==> src/hdl/x25519_seq_pkg.sv <==
package x25519_seq_pkg;

	////////////////////////////////////////////////////////////////////////////
	// Sequencing

	// Index of a limb or a column, 0 to 31
	typedef logic [4:0] limb_idx_t;

	// Multiplier control
	typedef enum logic {
		IDLE,
		RUN
	} mult_state_t;

	// Adder pipeline geometry, 4 x 66 = 264 bits
	localparam int unsigned ADD_STAGES  = 4;
	localparam int unsigned ADD_SLICE_W = 66;

	// Squeeze latency from the last column to the adder enable
	localparam int unsigned SQUEEZE_LAT = 2;

	// Cycles the multiplier stays busy after its last column
	localparam int unsigned DRAIN_CYCLES = SQUEEZE_LAT + ADD_STAGES;

endpackage

==> src/hdl/x25519_field_pkg.sv <==
package x25519_field_pkg;

	////////////////////////////////////////////////////////////////////////////
	// Number representation

	// One limb of an operand
	localparam int unsigned LIMB_W = 8;

	// Limbs per 256-bit operand
	localparam int unsigned NUM_LIMBS = 32;

	// Column sum straight out of the multiplier, worst case is about 8e7
	localparam int unsigned COL_W = 32;

	// Full operand width
	localparam int unsigned FIELD_W = 256;

	// Adder width, with headroom above the operand
	localparam int unsigned WIDE_W = 264;

	////////////////////////////////////////////////////////////////////////////
	// Folding constants for p = 2^255 - 19

	// 2^256 is congruent to 38, used on wrapped columns
	localparam int unsigned FOLD_MULT = 38;

	// 2^255 is congruent to 19, used on the carry out of the top limb
	localparam int unsigned FOLD_SQUEEZE = 19;

	typedef logic [LIMB_W-1:0]  limb_t;
	typedef logic [COL_W-1:0]   column_t;
	typedef logic [FIELD_W-1:0] field_t;
	typedef logic [WIDE_W-1:0]  wide_t;

endpackage
==> src/hdl/x25519_streaming_squeeze.sv <==
`timescale 1ns/1ns

module x25519_streaming_squeeze (
	input  logic                       clk,
	input  logic                       rst_n,
	input  logic                       clear,
	input  logic                       col_valid,
	input  x25519_field_pkg::column_t  col,
	output logic                       add_en,
	output x25519_field_pkg::wide_t    add_a,
	output x25519_field_pkg::wide_t    add_b
);
	import x25519_field_pkg::*;
	import x25519_seq_pkg::*;

	// Index of the incoming column and of the word being retired
	limb_idx_t  idx_q;
	limb_idx_t  idx_ff_q;
	logic       finishing_q;

	// Running word, column plus carry from the limb below
	column_t    word_q;

	////////////////////////////////////////////////////////////////////////////
	// Control

	always_ff @(posedge clk or negedge rst_n) begin
		if (!rst_n) begin
			idx_q       <= '0;
			idx_ff_q    <= '0;
			finishing_q <= 1'b0;
			add_en      <= 1'b0;
		end else begin
			finishing_q <= 1'b0;
			add_en      <= finishing_q;

			// New operation
			if (clear) begin
				idx_q    <= '0;
				idx_ff_q <= '0;
			end

			if (col_valid) begin
				idx_ff_q <= idx_q;
				idx_q    <= idx_q + limb_idx_t'(1);
				// Last column in, retire the top word next cycle
				if (idx_q == limb_idx_t'(NUM_LIMBS - 1))
					finishing_q <= 1'b1;
			end
		end
	end

	////////////////////////////////////////////////////////////////////////////
	// Ripple carry and overflow fold

	always_ff @(posedge clk) begin
		if (clear)
			word_q <= '0;

		if (col_valid) begin
			// Low byte of the previous word is final
			add_a[idx_ff_q*LIMB_W +: LIMB_W] <= word_q[LIMB_W-1:0];
			// Carry the rest into this column
			word_q <= (word_q >> LIMB_W) + col;
		end

		if (finishing_q) begin
			add_a[idx_ff_q*LIMB_W +: LIMB_W] <= word_q[LIMB_W-1:0];
			// Bits 255 and up leave the low operand...
			add_a[WIDE_W-1:FIELD_W-1] <= '0;
			// ...and come back times 19, top word bit 7 is bit 255 of t
			add_b <= wide_t'(word_q >> (FIELD_W - 1 - (NUM_LIMBS - 1) * LIMB_W))
				* wide_t'(FOLD_SQUEEZE);
		end
	end

	// One sum per operation
	a_add_pulse: assert property (@(posedge clk) disable iff (!rst_n)
		add_en |=> !add_en);

endmodule

==> config.mk <==
export PLATFORM = sky130hd
export DESIGN_NAME = x25519_streaming_squeeze
export DESIGN_NICKNAME = d
export VERILOG_FILES = /design/src/hdl/x25519_seq_pkg.sv /design/src/hdl/x25519_field_pkg.sv /design/src/hdl/x25519_streaming_squeeze.sv
export SDC_FILE = /design/constraint.sdc
export NUM_CORES = 1
export LEC_CHECK = 0
export BUFFER_PORTS_ARGS = -buffer_cell sky130_fd_sc_hd__buf_4
export CORE_MARGIN = 4
export CORE_UTILIZATION = 35
export DETAILED_ROUTE_END_ITERATION = 7
export GPL_TIMING_DRIVEN = 0
export MAX_ROUTING_LAYER = met4
export PLACE_DENSITY_LB_ADDON = 0.25
export SETUP_SLACK_MARGIN = 0.2
export SLEW_MARGIN = 20
export SYNTH_ARGS = -nofsm -noshare
export SYNTH_HDL_FRONTEND = slang
export SYNTH_SLANG_ARGS = --single-unit
==> constraint.sdc <==
create_clock -name clk -period 5.4 [get_ports clk]
set_input_delay 1.08 -clock clk [delete_from_list [all_inputs] [get_ports clk]]
set_output_delay 1.08 -clock clk [all_outputs]
set_load 0.02 [all_outputs]
Word-level counts from Yosys, hierarchy flattened

Cells that the tools add are included.

Register bits after elaboration: 572
Output and inout bits: 529

Add/subtract/negate cells: 3
Multipliers: 1
Equality and inequality tests: 1
Shift-type cells: 2
Multiplexer cells: 11
Reduce and logical (&&, ||, !) cells: 1

Operators with widths:

| operator                                                                 | number |
|---|---|
| 264-bit bitwise mux                                                      | 2 |
| 264-bit 2-to-1 mux                                                       | 1 |
| 8-bit by 34-bit variable shift with 264-bit output, first input constant | 1 |
| 8-bit by 34-bit indexed part select with 264-bit output                  | 1 |
| 255-bit 2-to-1 mux                                                       | 1 |
| 32-bit 2-to-1 mux                                                        | 2 |
| 8-bit negator with 34-bit output                                         | 1 |
| 24-bit by 32-bit adder with 32-bit output                                | 1 |
| 25-bit by 5-bit multiplier with 30-bit output, second input constant     | 1 |
| 5-bit 2-to-1 mux                                                         | 3 |
| 5-bit by 1-bit adder with 5-bit output, second input constant            | 1 |
| 5-bit == test, second input constant                                     | 1 |
| 1-bit 2-to-1 mux                                                         | 2 |
| 2-bit nonzero test                                                       | 1 |

Logic depth before layout (Yosys ltp)

Depth after elaboration: 6
Depth in mapped cells: 14
Gate-level depth less buffers: 13

Least setup slack after synthesis

No wires, ideal clock.

Path kind: input to register
From: in col[0]
To: reg word_q[24], data pin
Setup time: 256 ps
Data arrival time: 3274 ps
Required time: 5144 ps
Slack: 1871 ps
Stages on the path: 11
Path buffers: 0
Cell sequence: ha_1 -> inv_1 -> fa_1 -> nand2b_1 -> a211o_1 -> a31o_2 -> a31oi_1 -> a211o_1 -> a2111o_1 -> a21oi_1 -> a31o_2

Longest elaborated chain between the ends: 2

Ends and longest elaborated chain:

| item                                      | RTL line                       | source |
|---|---|---|
| start: declaration                        | x25519_streaming_squeeze.sv:8  | `input x25519_field_pkg::column_t col,` |
| 24-bit by 32-bit adder with 32-bit output | x25519_streaming_squeeze.sv:64 | `word_q <= (word_q >> LIMB_W) + col;` |
| 32-bit 2-to-1 mux                         | x25519_streaming_squeeze.sv:60 | `if (col_valid) begin` |
| end signal: assignment                    | x25519_streaming_squeeze.sv:64 |  |
| end: declaration                          | x25519_streaming_squeeze.sv:22 | `column_t word_q;` |

No other way between the ends.
A chain may end at the register's enable or synchronous reset.

Worst setup path after layout

From: reg word_q[7]
To: reg add_b[26], data pin

Longest elaborated chain between the ends: 1

Ends and longest elaborated chain:

| item                                          | RTL line                       | source |
|---|---|---|
| 25-bit by 5-bit multiplier with 30-bit output | x25519_streaming_squeeze.sv:73 | `* wide_t'(FOLD_SQUEEZE);` |
| end signal: assignment                        | x25519_streaming_squeeze.sv:72 | `add_b <= wide_t'(word_q >> (FIELD_W - 1 - (NUM_LIMBS - 1) * LIMB_W))` |
| end: declaration                              | x25519_streaming_squeeze.sv:11 | `output x25519_field_pkg::wide_t add_b` |

No other way between the ends.

==> reports/metrics.cfg <==
[status]
outcome=complete, no violations

[sta]
maxSlewViolCount=0
tightest_slew_ps=956
max_freq_ghz=0.236
finalHoldViolations=0
setup_tns_ps=0
post-route-period-util_pct=78.5
final-setup-viol-count=0
period_minus_slack_ps=4240
slew_headroom_pct=35.8
rsz0062_at_grt=no
skew_ps=18.3

[power_and_ir_drop]
p_leak_nw=10.4
ir_drop_mv=0.187
totalPowerFinal_mw=8.27
power_density_nw_per_um2=374

[place]
portBuffers=329
place.detailed.hpwl_mm=42.1
gp_congestion=0.864

[clock_network]
numCtsBuffers=39
cts_tree=done
cts-htree-levels=2
numClockSinks=338
cts_root_buffer=clkbuf_16
cts_setup_buffers=0
cts_resized=0
cts_buffer_depth=3
clk_transition_reported_paths_ps=60
hold_buffers=0
clk_latency_ps=560

[final_layout]
syn_to_final_growth_pct=33.1
layout_common_cells=buf_4 (563), nand2_1 (335), dfxtp_1 (264)
nNetsFinal=2596
mostFrequentLayoutCell=buf_4
drive_gt1_share_pct=26.8

[worst_setup_path]
worstReg2RegEnd=add_b[26]$_DFFE_PP_
cp-start-kind=flip-flop
startpoint=word_q[7]$_SDFFCE_PN0P_
critPathRequiredTime_ps=5700
r2r_setup_slack_ps=1160
cp_max_fo=7
crit_arrival_ps=4540
critPathKind=reg2reg
crit_path_end_kind=flip-flop
timing.rr.start=word_q[7]$_SDFFCE_PN0P_
endpoint=add_b[26]$_DFFE_PP_
ff2ff_path_depth=11

[synthesis]
synth_top_area_share_pct=31.8
synth_cells=1851
netlist.top_cell.by_area=dfxtp_1
yosysSeqAreaShare_pct=44.8
ys_warn_count=0
synth_area_sq_um=16600
synthMuxAreaShare_pct=0.971
async_reset_ff_share_pct=3.55
synth_xor_area_share_pct=2.14
synth-edff-count=62
synth_seq_cells=338
synthTopCellsByArea=dfxtp_1 (32%), edfxtp_1 (11%), buf_4 (11%), nand2_1 (7.6%), o21ai_0 (6.8%)
synthAdderAreaFrac_pct=8.82
yosysUniqueCellTypes=68
synth_area_per_cell_sq_um=8.98
ys.flop_type=dfxtp_1
synth_simple_gate_area_share_pct=12.7
synth_top_family_by_area=compound AO/OA/AOI/OAI gates
synth-compound-area-share_pct=15.5

[drt]
drt_iter0_drc=909
drt-vias-per-instance=4.55
drt_wl_total_mm=53.3
first_pass_iters=5
drc_errors=0
post_drt_wl_per_cell_microns=17.2
via_count=14100
final_antenna_net_count=0

[global_routing]
grt_pass1_wl_mm=78.4
grt_pass1_vias=13300
grt_max_degree=22
overflow=0
antenna_found_initial=1
grt_util_all_layers_pct=20.3

[run]
cap_violations=0

[die]
std_cell_rows=79
die_w_microns=226
core_area_sq_um=46800
dieHeight_microns=226
dieArea_sq_um=51100
io_pins=565
start_util_pct=35.6

[min_path]
hold_class=in2async

[flip-flops by register name, indices dropped and copies added, names as in the netlist, named ones only]
name / flops
add_a: 255
add_b: 30
add_en: 1
finishing_q: 1
idx_ff_q: 5
idx_q: 5
word_q: 32
[through the flow]
step	setup WS (ps)	area, sq um	utilization (%)	hold WS [ps]	std cells
final	1160	22100	47.3	351	3095
after CTS	1080	22100	47.3	322	3094
after global routing	792	22100	47.3	337	3095
after floorplan	1870	17500	-	480	2084
after detailed placement	1110	20800	44.5	444	3022
after global placement	1110	20700	44.3	437	3020
[cell type report]
class                      count  area, sq um
inverter                     125          469
sequential                   338         7450
tap                          607          759
timing repair buffer         331         2520
clock buffer                  49         1110
clock inverter                23          235
antenna                        1         2.50
multi-input combinational   1316         7550
fill                        4574        24600
buffer                       305         2030
[where the power goes]
part	internal [mW]	switching (mW)	total (mW)
clock	1.62	1.12	2.74
combinational	0.990	1.58	2.57
sequential	2.82	0.147	2.96
[Yosys cell counts, types with 5 or more instances]
cell      count
a211o_1       5
a211oi_1      9
a21o_1       16
a21oi_1      57
a31o_2        9
and2_1        8
and3_1        8
buf_4       234
clkbuf_1     64
dfrtp_1      12
dfxtp_1     264
edfxtp_1     62
fa_1         22
ha_1         82
inv_1       124
mux2_2        9
mux2i_1       6
nand2_1     336
nand2b_1     13
nand3_1      20
nand4_1       7
nor2_1       58
nor3_1       17
o211ai_1      9
o21a_1        8
o21ai_0     225
o21bai_1      9
o31ai_1      57
xnor2_1      22
xor2_1       15
[worst min path at each step]
stage / start / endpoint / slack, ps / cells after the start
final: rst_n / add_en$_DFF_PN0_ / 350 / 1
after global routing: rst_n / add_en$_DFF_PN0_ / 340 / 1
after CTS: rst_n / add_en$_DFF_PN0_ / 320 / 1
after detailed placement: add_a[200]$_DFF_P_ / add_a[200]$_DFF_P_ / 440 / 2
after global placement: add_a[157]$_DFF_P_ / add_a[157]$_DFF_P_ / 440 / 2
after floorplan: idx_q[4]$_DFFE_PN0P_ / idx_ff_q[4]$_DFFE_PN0P_ / 480 / 2
[critical path, stage by stage, from the launching register on]
cell and delay, ps:
edfxtp_1 580, ha_1 300, ha_1 230, fa_1 480
a211oi_1 370, o21ai_0 270, a2111oi_2 670, o211ai_1 250
a41oi_1 450, o21bai_1 100, a21oi_1 180, xnor2_1 80
[routing by layer]
metal  track usage, %  vias up  routed length, microns
li1                 -     7024                       -
met1             23.8     6538                   21500
met2             34.8      440                   26500
met3             4.89       87                    4000
met4             5.53        0                    1320
met5                -        -                       0
[kinds of logic (layout without fill, tap and decap cells)]
logic type	count (synthesis)	in the layout
compound gates	429	429
xor+xnor	39	39
fa+ha+maj	104	104
buf+inv	430	833
flops	338	338
mux	15	15
other cells	1	235
simple gates	495	495
(Power assumes the default switching activity.)
