`config.mk`:
```
export PLATFORM = sky130hd
export DESIGN_NAME = x25519_add
export DESIGN_NICKNAME = d
export VERILOG_FILES = /design/src/hdl/x25519_seq_pkg.sv /design/src/hdl/x25519_field_pkg.sv /design/src/hdl/x25519_add.sv
export SDC_FILE = /design/constraint.sdc
export NUM_CORES = 2
export LEC_CHECK = 0
export ABC_AREA = 1
export BUFFER_PORTS_ARGS = -buffer_cell sky130_fd_sc_hd__buf_2
export CAP_MARGIN = 20
export CORE_MARGIN = 8
export CORE_UTILIZATION = 50
export DETAILED_ROUTE_END_ITERATION = 7
export PLACE_DENSITY = 0.8
export SYNTH_ARGS = -nofsm -noshare
export SYNTH_HDL_FRONTEND = slang
export SYNTH_SLANG_ARGS = --single-unit
```
`constraint.sdc`:
```
create_clock -name clk -period 4.1 [get_ports clk]
set_clock_uncertainty 0.15 [all_clocks]
set_input_delay 0.41 -clock clk [delete_from_list [all_inputs] [get_ports clk]]
set_output_delay 0.41 -clock clk [all_outputs]
set_load 0.1 [all_outputs]
```
`src/hdl/x25519_seq_pkg.sv`:
```
package x25519_seq_pkg;

	////////////////////////////////////////////////////////////////////////////
	// Sequencing

	// Index of a limb or a column, 0 to 31
	typedef logic [4:0] limb_idx_t;

	// Multiplier control
	typedef enum logic {
		IDLE,
		RUN
	} mult_state_t;

	// Adder pipeline geometry, 4 x 66 = 264 bits
	localparam int unsigned ADD_STAGES  = 4;
	localparam int unsigned ADD_SLICE_W = 66;

	// Squeeze latency from the last column to the adder enable
	localparam int unsigned SQUEEZE_LAT = 2;

	// Cycles the multiplier stays busy after its last column
	localparam int unsigned DRAIN_CYCLES = SQUEEZE_LAT + ADD_STAGES;

endpackage

```
`src/hdl/x25519_field_pkg.sv`:
```
package x25519_field_pkg;

	////////////////////////////////////////////////////////////////////////////
	// Number representation

	// One limb of an operand
	localparam int unsigned LIMB_W = 8;

	// Limbs per 256-bit operand
	localparam int unsigned NUM_LIMBS = 32;

	// Column sum straight out of the multiplier, worst case is about 8e7
	localparam int unsigned COL_W = 32;

	// Full operand width
	localparam int unsigned FIELD_W = 256;

	// Adder width, with headroom above the operand
	localparam int unsigned WIDE_W = 264;

	////////////////////////////////////////////////////////////////////////////
	// Folding constants for p = 2^255 - 19

	// 2^256 is congruent to 38, used on wrapped columns
	localparam int unsigned FOLD_MULT = 38;

	// 2^255 is congruent to 19, used on the carry out of the top limb
	localparam int unsigned FOLD_SQUEEZE = 19;

	typedef logic [LIMB_W-1:0]  limb_t;
	typedef logic [COL_W-1:0]   column_t;
	typedef logic [FIELD_W-1:0] field_t;
	typedef logic [WIDE_W-1:0]  wide_t;

endpackage
```
`src/hdl/x25519_add.sv`:
```
`timescale 1ns/1ns

module x25519_add (
	input  logic                     clk,
	input  logic                     rst_n,
	input  logic                     en,
	input  x25519_field_pkg::wide_t  a,
	input  x25519_field_pkg::wide_t  b,
	output logic                     out_valid,
	output x25519_field_pkg::wide_t  out
);
	import x25519_field_pkg::*;
	import x25519_seq_pkg::*;

	////////////////////////////////////////////////////////////////////////////
	// Slice pipeline

	// acc carries finished sum slices below, untouched a bits above
	for (genvar s = 0; s < ADD_STAGES; s++) begin : g_stage
		wide_t                 acc_in;
		wide_t                 opb_in;
		logic                  vld_in;
		logic                  cin;
		logic [ADD_SLICE_W:0]  slice_sum;
		wide_t                 acc_q;
		logic                  vld_q;

		if (s == 0) begin : g_first
			assign acc_in = a;
			assign opb_in = b;
			assign vld_in = en;
			assign cin    = 1'b0;
		end else begin : g_next
			assign acc_in = g_stage[s-1].acc_q;
			assign opb_in = g_stage[s-1].g_fwd.opb_q;
			assign vld_in = g_stage[s-1].vld_q;
			assign cin    = g_stage[s-1].g_fwd.carry_q;
		end

		// This stage's slice plus the carry from the one below
		assign slice_sum = {1'b0, acc_in[s*ADD_SLICE_W +: ADD_SLICE_W]}
			+ {1'b0, opb_in[s*ADD_SLICE_W +: ADD_SLICE_W]}
			+ {{ADD_SLICE_W{1'b0}}, cin};

		// Held when idle, so the last stage keeps the result
		always_ff @(posedge clk or negedge rst_n) begin
			if (!rst_n) begin
				vld_q <= 1'b0;
				acc_q <= '0;
			end else begin
				vld_q <= vld_in;
				if (vld_in) begin
					acc_q <= acc_in;
					acc_q[s*ADD_SLICE_W +: ADD_SLICE_W] <= slice_sum[ADD_SLICE_W-1:0];
				end
			end
		end

		// b and carry only needed by a following stage
		if (s < ADD_STAGES - 1) begin : g_fwd
			wide_t  opb_q;
			logic   carry_q;

			always_ff @(posedge clk) begin
				if (vld_in) begin
					opb_q   <= opb_in;
					carry_q <= slice_sum[ADD_SLICE_W];
				end
			end
		end
	end

	// Top slice carry out is dropped, sums stay below 2^256
	assign out       = g_stage[ADD_STAGES-1].acc_q;
	assign out_valid = g_stage[ADD_STAGES-1].vld_q;

	// Fixed latency, no stalls
	a_latency: assert property (@(posedge clk) disable iff (!rst_n)
		out_valid == $past(en, ADD_STAGES));

	// Sliced sum with registered carries equals a flat add of the inputs
	a_sum: assert property (@(posedge clk) disable iff (!rst_n)
		out_valid |-> out == $past(a, ADD_STAGES) + $past(b, ADD_STAGES));

endmodule

```
== Word level (Yosys, flattened, before mapping) ==
Cells that the tools add are included.

* Add/sub/neg operators: 7
* Multipliers: 0
* Div/mod/pow operators: 0
* $lt $le $gt $ge: 0
* Eq/ne operators: 0
* Shift operators: 0
* Multiplexer cells: 0
* Bitwise operators: 0
* Reduce and logical (&&, ||, !) cells: 0

{| class="wikitable"
|+ Operators with widths
! kind !! number
|-
| 66-bit by 66-bit adder with 67-bit output || 3
|-
| 67-bit by 1-bit adder with 67-bit output || 2
|-
| 66-bit by 1-bit adder with 66-bit output || 1
|-
| 66-bit adder || 1
|}

* Register bits after elaboration: 1855
* Bits in latches: 0
* RAM bits: 0
* Bits in read-only memories: 0
* Logic and storage cells: 21
* Memories kept: 0

== Longest topological paths before layout ==
* Depth after elaboration: 2
* Gate-level depth with buffers: 17

== Least setup slack after synthesis ==
No wires, ideal clock.

* Path type: flip-flop to flip-flop
* Start point: reg g_stage[0].vld_q
* End point: reg g_stage[1].acc_q[116]
* Arrival time: 4270 ps
* Required time: 3833 ps
* Setup slack: -437 ps
* Stages on the path, launching flop included: 8
* Path buffers: 4
* Period minus slack after synthesis: 4537 ps
* Path through: dfrtp_1 -> buf_2 -> inv_2 -> buf_2 -> clkbuf_1 -> clkbuf_1 -> nand2_1 -> nand2_1

{| class="wikitable"
|+ RTL lines
! what !! RTL line !! source
|-
| start, declared || x25519_add.sv:26 || <nowiki>logic vld_q;</nowiki>
|-
| start signal, assigned || x25519_add.sv:51 || <nowiki>vld_q <= vld_in;</nowiki>
|-
| end signal, assigned || x25519_add.sv:53 || <nowiki>acc_q <= acc_in;</nowiki>
|-
| end signal, assigned by index || x25519_add.sv:54 || <nowiki>acc_q[s*ADD_SLICE_W +: ADD_SLICE_W] <= slice_sum[ADD_SLICE_W-1:0];</nowiki>
|-
| end, declared || x25519_add.sv:25 || <nowiki>wide_t acc_q;</nowiki>
|}

== Worst setup path in the final report ==
* Start point: reg g_stage[2].acc_q[198]
* End point: reg g_stage[3].acc_q[246], in the netlist out[246]

* Word-level cells in the longest chain between the ends: 2

{| class="wikitable"
|+ Ends and longest elaborated chain
! what !! RTL line !! source
|-
| start, declared || x25519_add.sv:25 ||
|-
| start signal, assigned || x25519_add.sv:53 ||
|-
| start signal, assigned by index || x25519_add.sv:54 ||
|-
| 66-bit adder || x25519_add.sv:42 || <nowiki>+ {1'b0, opb_in[s*ADD_SLICE_W +: ADD_SLICE_W]}</nowiki>
|-
| 66-bit by 1-bit adder with 66-bit output || x25519_add.sv:43 || <nowiki>+ {{ADD_SLICE_W{1'b0}}, cin};</nowiki>
|-
| end signal, assigned || x25519_add.sv:53 ||
|-
| end signal, assigned by index || x25519_add.sv:54 ||
|-
| end, declared || x25519_add.sv:25 ||
|}

Every way passes these cells.
A chain may end at the register's enable or synchronous reset.

==> results_dict.tcl <==
set metrics [dict create \
    wl_per_cell_um 22.2 \
    die_area_um2 158000 \
    path_clk_slew_ns 0.06 \
    status "complete, but fails checks" \
    synth.largest_area_cell "dfrtp_1" \
    violations "DRC" \
    final-hold-violation-count 0 \
    cts.sinks 1459 \
    dr.pass1.iters 8 \
    die_w_um 398 \
    finalCritPeriodShare_pct 76.0 \
    critPathArrivalTime_ns 3.66 \
    die_h_um 398 \
    worstHoldStart "b[34]" \
    htree_levels 4 \
    fin_util_pct 61.1 \
    core-area_um2 145000 \
    grtUsageTotal_pct 34.4 \
    clock-root-buffer "clkbuf_16" \
    dp_hpwl_mm 203 \
    cap_violations 0 \
    max_freq_mhz 321 \
    cts_hold_buf 429 \
    worst-path-max-fanout 5 \
    synthesis.area_um2 72900 \
    rsz0062_at_grt "false" \
    yosysUniqueCellTypes 36 \
    worst_pin_slew_ns 1.11 \
    synth_edf_count 399 \
    syn_avg_cell_area_um2 7.90 \
    start_util_pct 50.2 \
    slowest_stage "fa_1" \
    synth_top_area_share_pct 36.4 \
    yosysWarnings 0 \
    pre_cts_ws_ns 1.07 \
    viasPerCell 5.39 \
    holdPathStages 5 \
    whs_endpoint "g_stage[0].acc_q[34]" \
    end_kind "flip-flop" \
    ios 796 \
    fp-row-count 140 \
    drc 2 \
    synthTopCellsByCount "nand2_1, dfrtp_1, inv_1" \
    routed_wl_mm 277 \
    yosysMostFrequentCell "nand2_1" \
    min_path_type "in -> reg" \
    grt_start_max_net_pins 157 \
    clk-insertion-delay-late_ns 0.81 \
    dp_cells 11800 \
    drtAntennaViolNets 0 \
    power_leakage_nw 46.3 \
    r2r_cells 17 \
    finalNonFillerCells 12500 \
    p_per_area_nw_per_um2 532 \
    post_cts_resized 0 \
    layout-drive-gt1-share_pct 11.4 \
    r2r_setup_slack_ns 0.98 \
    antenna_found_initial 20 \
    cts_tree "yes" \
    cpMostUsedCell "nand2_1" \
    cts_setup_buffers 0 \
    setup_violations 0 \
    num_vias 67300 \
    cpPeakStageDelay_ns 0.49 \
    finish.net_count 11200 \
    p_seq_share_pct 39.7 \
    ys_async_sr_fraction_pct 72.7 \
    setup_ws_ns 0.983 \
    grt_pass1_vias 67300 \
    gp_congestion 0.980 \
    intPower_mw 28.6 \
    area_growth_pct 21.7 \
    finalCriticalPeriod_ns 3.12 \
    cts.path.max_buffers 3 \
    yosysSeqAreaShare_pct 52.8 \
    p_comb_share_pct 29.7 \
    criticalPathCategory "reg -> reg" \
    grt_pass1_wl_mm 415 \
    synth_nets 10000 \
    cp_cell_sequence "inv_1 -> fa_1 -> fa_1 -> inv_1 -> nand3_1 -> nand2_2 -> nand2_1 -> nand2_2 -> nand3_1 -> nand2_1 -> nand2_1 -> nand2_1 -> nand2_1 -> nand2_1 -> nand2_1 -> nand3_1 -> nand2_1" \
    slew_viol_final 0 \
    ys_ff_latch 1459 \
    numCtsBuffers 151 \
    vdd_ir_drop_max_mv 0.574 \
    syn_inst 9224 \
    drtIter0Drc 6521 \
    p_sw_share_pct 39.5 \
    p_sw_mw 18.6 \
    timing.rr.start "g_stage[2].acc_q[198]" \
    relSlewSlack_pct 25.7 \
    rr_endpoint "out[246]" \
    port_buffers 795 \
    critPathLaunchType "flip-flop" \
    setup_tns_ns 0 \
    grt_overflow 0 \
    synth.area.top_cells "dfrtp_1, nand2_1, edfxtp_1, inv_1, ha_1" \
    pwr-share-clk_pct 30.5 \
    crit_required_ns 4.64 \
    ys.flop_type "dfrtp_1" \
]
## final cells by class
cell class	count	area [um^2]
well taps	1917	2400
flip-flops and latches	1459	38500
multi-input cells	6501	29600
inverters	1032	3900
diodes	10	25.0
clock inverters	78	973
repair buffers	1286	9080
clock buffers	204	4210
fillers	12300	56500
## cell usage in the layout (no fill, tap or decap), types with 7 or more instances in the layout
cell type	instances
a21o_1	11
a21oi_1	352
buf_12	26
buf_2	793
buf_4	36
bufinv_16	12
clkbuf_1	32
clkbuf_16	153
clkbuf_8	19
clkinv_2	26
clkinvlp_4	8
dfrtp_1	1057
diode_2	10
dlygate4sd3_1	429
edfxtp_1	399
fa_1	7
ha_1	260
inv_1	1028
inv_6	9
nand2_1	4176
nand2_2	52
nand3_1	331
nand3b_1	36
nand4_1	30
nor2_1	529
nor2_2	16
nor3_1	64
o21ai_0	407
o21ai_1	42
o21bai_1	31
or2_1	7
xnor2_1	111
## per-layer routing
layer,part of all wire (%),global-route usage (%),up-vias
met2,45,54.5,3213
met4,5.2,15.8,14
li1,-,-,31200
met5,0.031,0,-
met3,9.0,7.83,642
met1,40,45.0,32200
## kinds of logic (layout without fill, tap and decap cells)
group / after synthesis / count (layout) / synth area share [%]
other cells: 0 / 10 / 0
flops: 1459 / 1459 / 52.8
simple gates: 5263 / 5263 / 28.5
fa+ha+maj: 267 / 267 / 4.65
xor+xnor: 115 / 115 / 1.38
compound gates: 856 / 856 / 6.09
buf+inv: 1264 / 2600 / 6.59
## critical path, delay by kind of cell (launching register included)
kind | cells | cell delay (ns)
fa+ha+maj | 2 | 0.87
buf+inv | 2 | 0.19
flops | 1 | 0.33
simple gates | 13 | 1.48
## worst max path at each step
| stage | cells past startpoint | start | slack [ns] | endpoint |
|---|---|---|---|---|
| 2_1_floorplan | 7 | g_stage[0].vld_q | 0.93 | g_stage[1].acc_q[116] |
| 3_3_place_gp | 17 | g_stage[2].acc_q[198] | 1.11 | out[262] |
| 3_5_place_dp | 17 | g_stage[2].acc_q[198] | 1.07 | out[246] |
| 4_1_cts | 17 | g_stage[2].acc_q[198] | 1.05 | out[246] |
| 5_1_grt | 17 | g_stage[2].acc_q[198] | 0.79 | out[246] |
| 6_report | 17 | g_stage[2].acc_q[198] | 0.98 | out[246] |
## stage by stage
stage | hold WS (ns) | area (um^2) | total power, mW
2_1_floorplan | -0.0356 | 72900 | 27.7
3_5_place_dp | 0.255 | 79200 | 32.3
3_3_place_gp | 0.252 | 79200 | 32.2
4_1_cts | 0.00251 | 88700 | 47.0
5_1_grt | 0.0418 | 88700 | 49.0
6_report | 0.0552 | 88700 | 47.2
## sequential cells by signal (all words and copies together), names as in the netlist
name / count
out: 264
g_stage.acc_q: 792
g_stage.g_fwd.carry_q: 3
g_stage.g_fwd.opb_q: 396
g_stage.vld_q: 3
out_valid: 1
## power by group through the flow
stage / clock network, mW / registers [mW] / logic, mW
after global routing: 15.1 / 18.9 / 15.0
after floorplan: 0 / 22.5 / 5.23
after detailed placement: 0 / 18.9 / 13.4
final: 14.4 / 18.8 / 14.0
after global placement: 0 / 18.9 / 13.3
after CTS: 14.5 / 18.7 / 13.9
(Power assumes the default switching activity.)
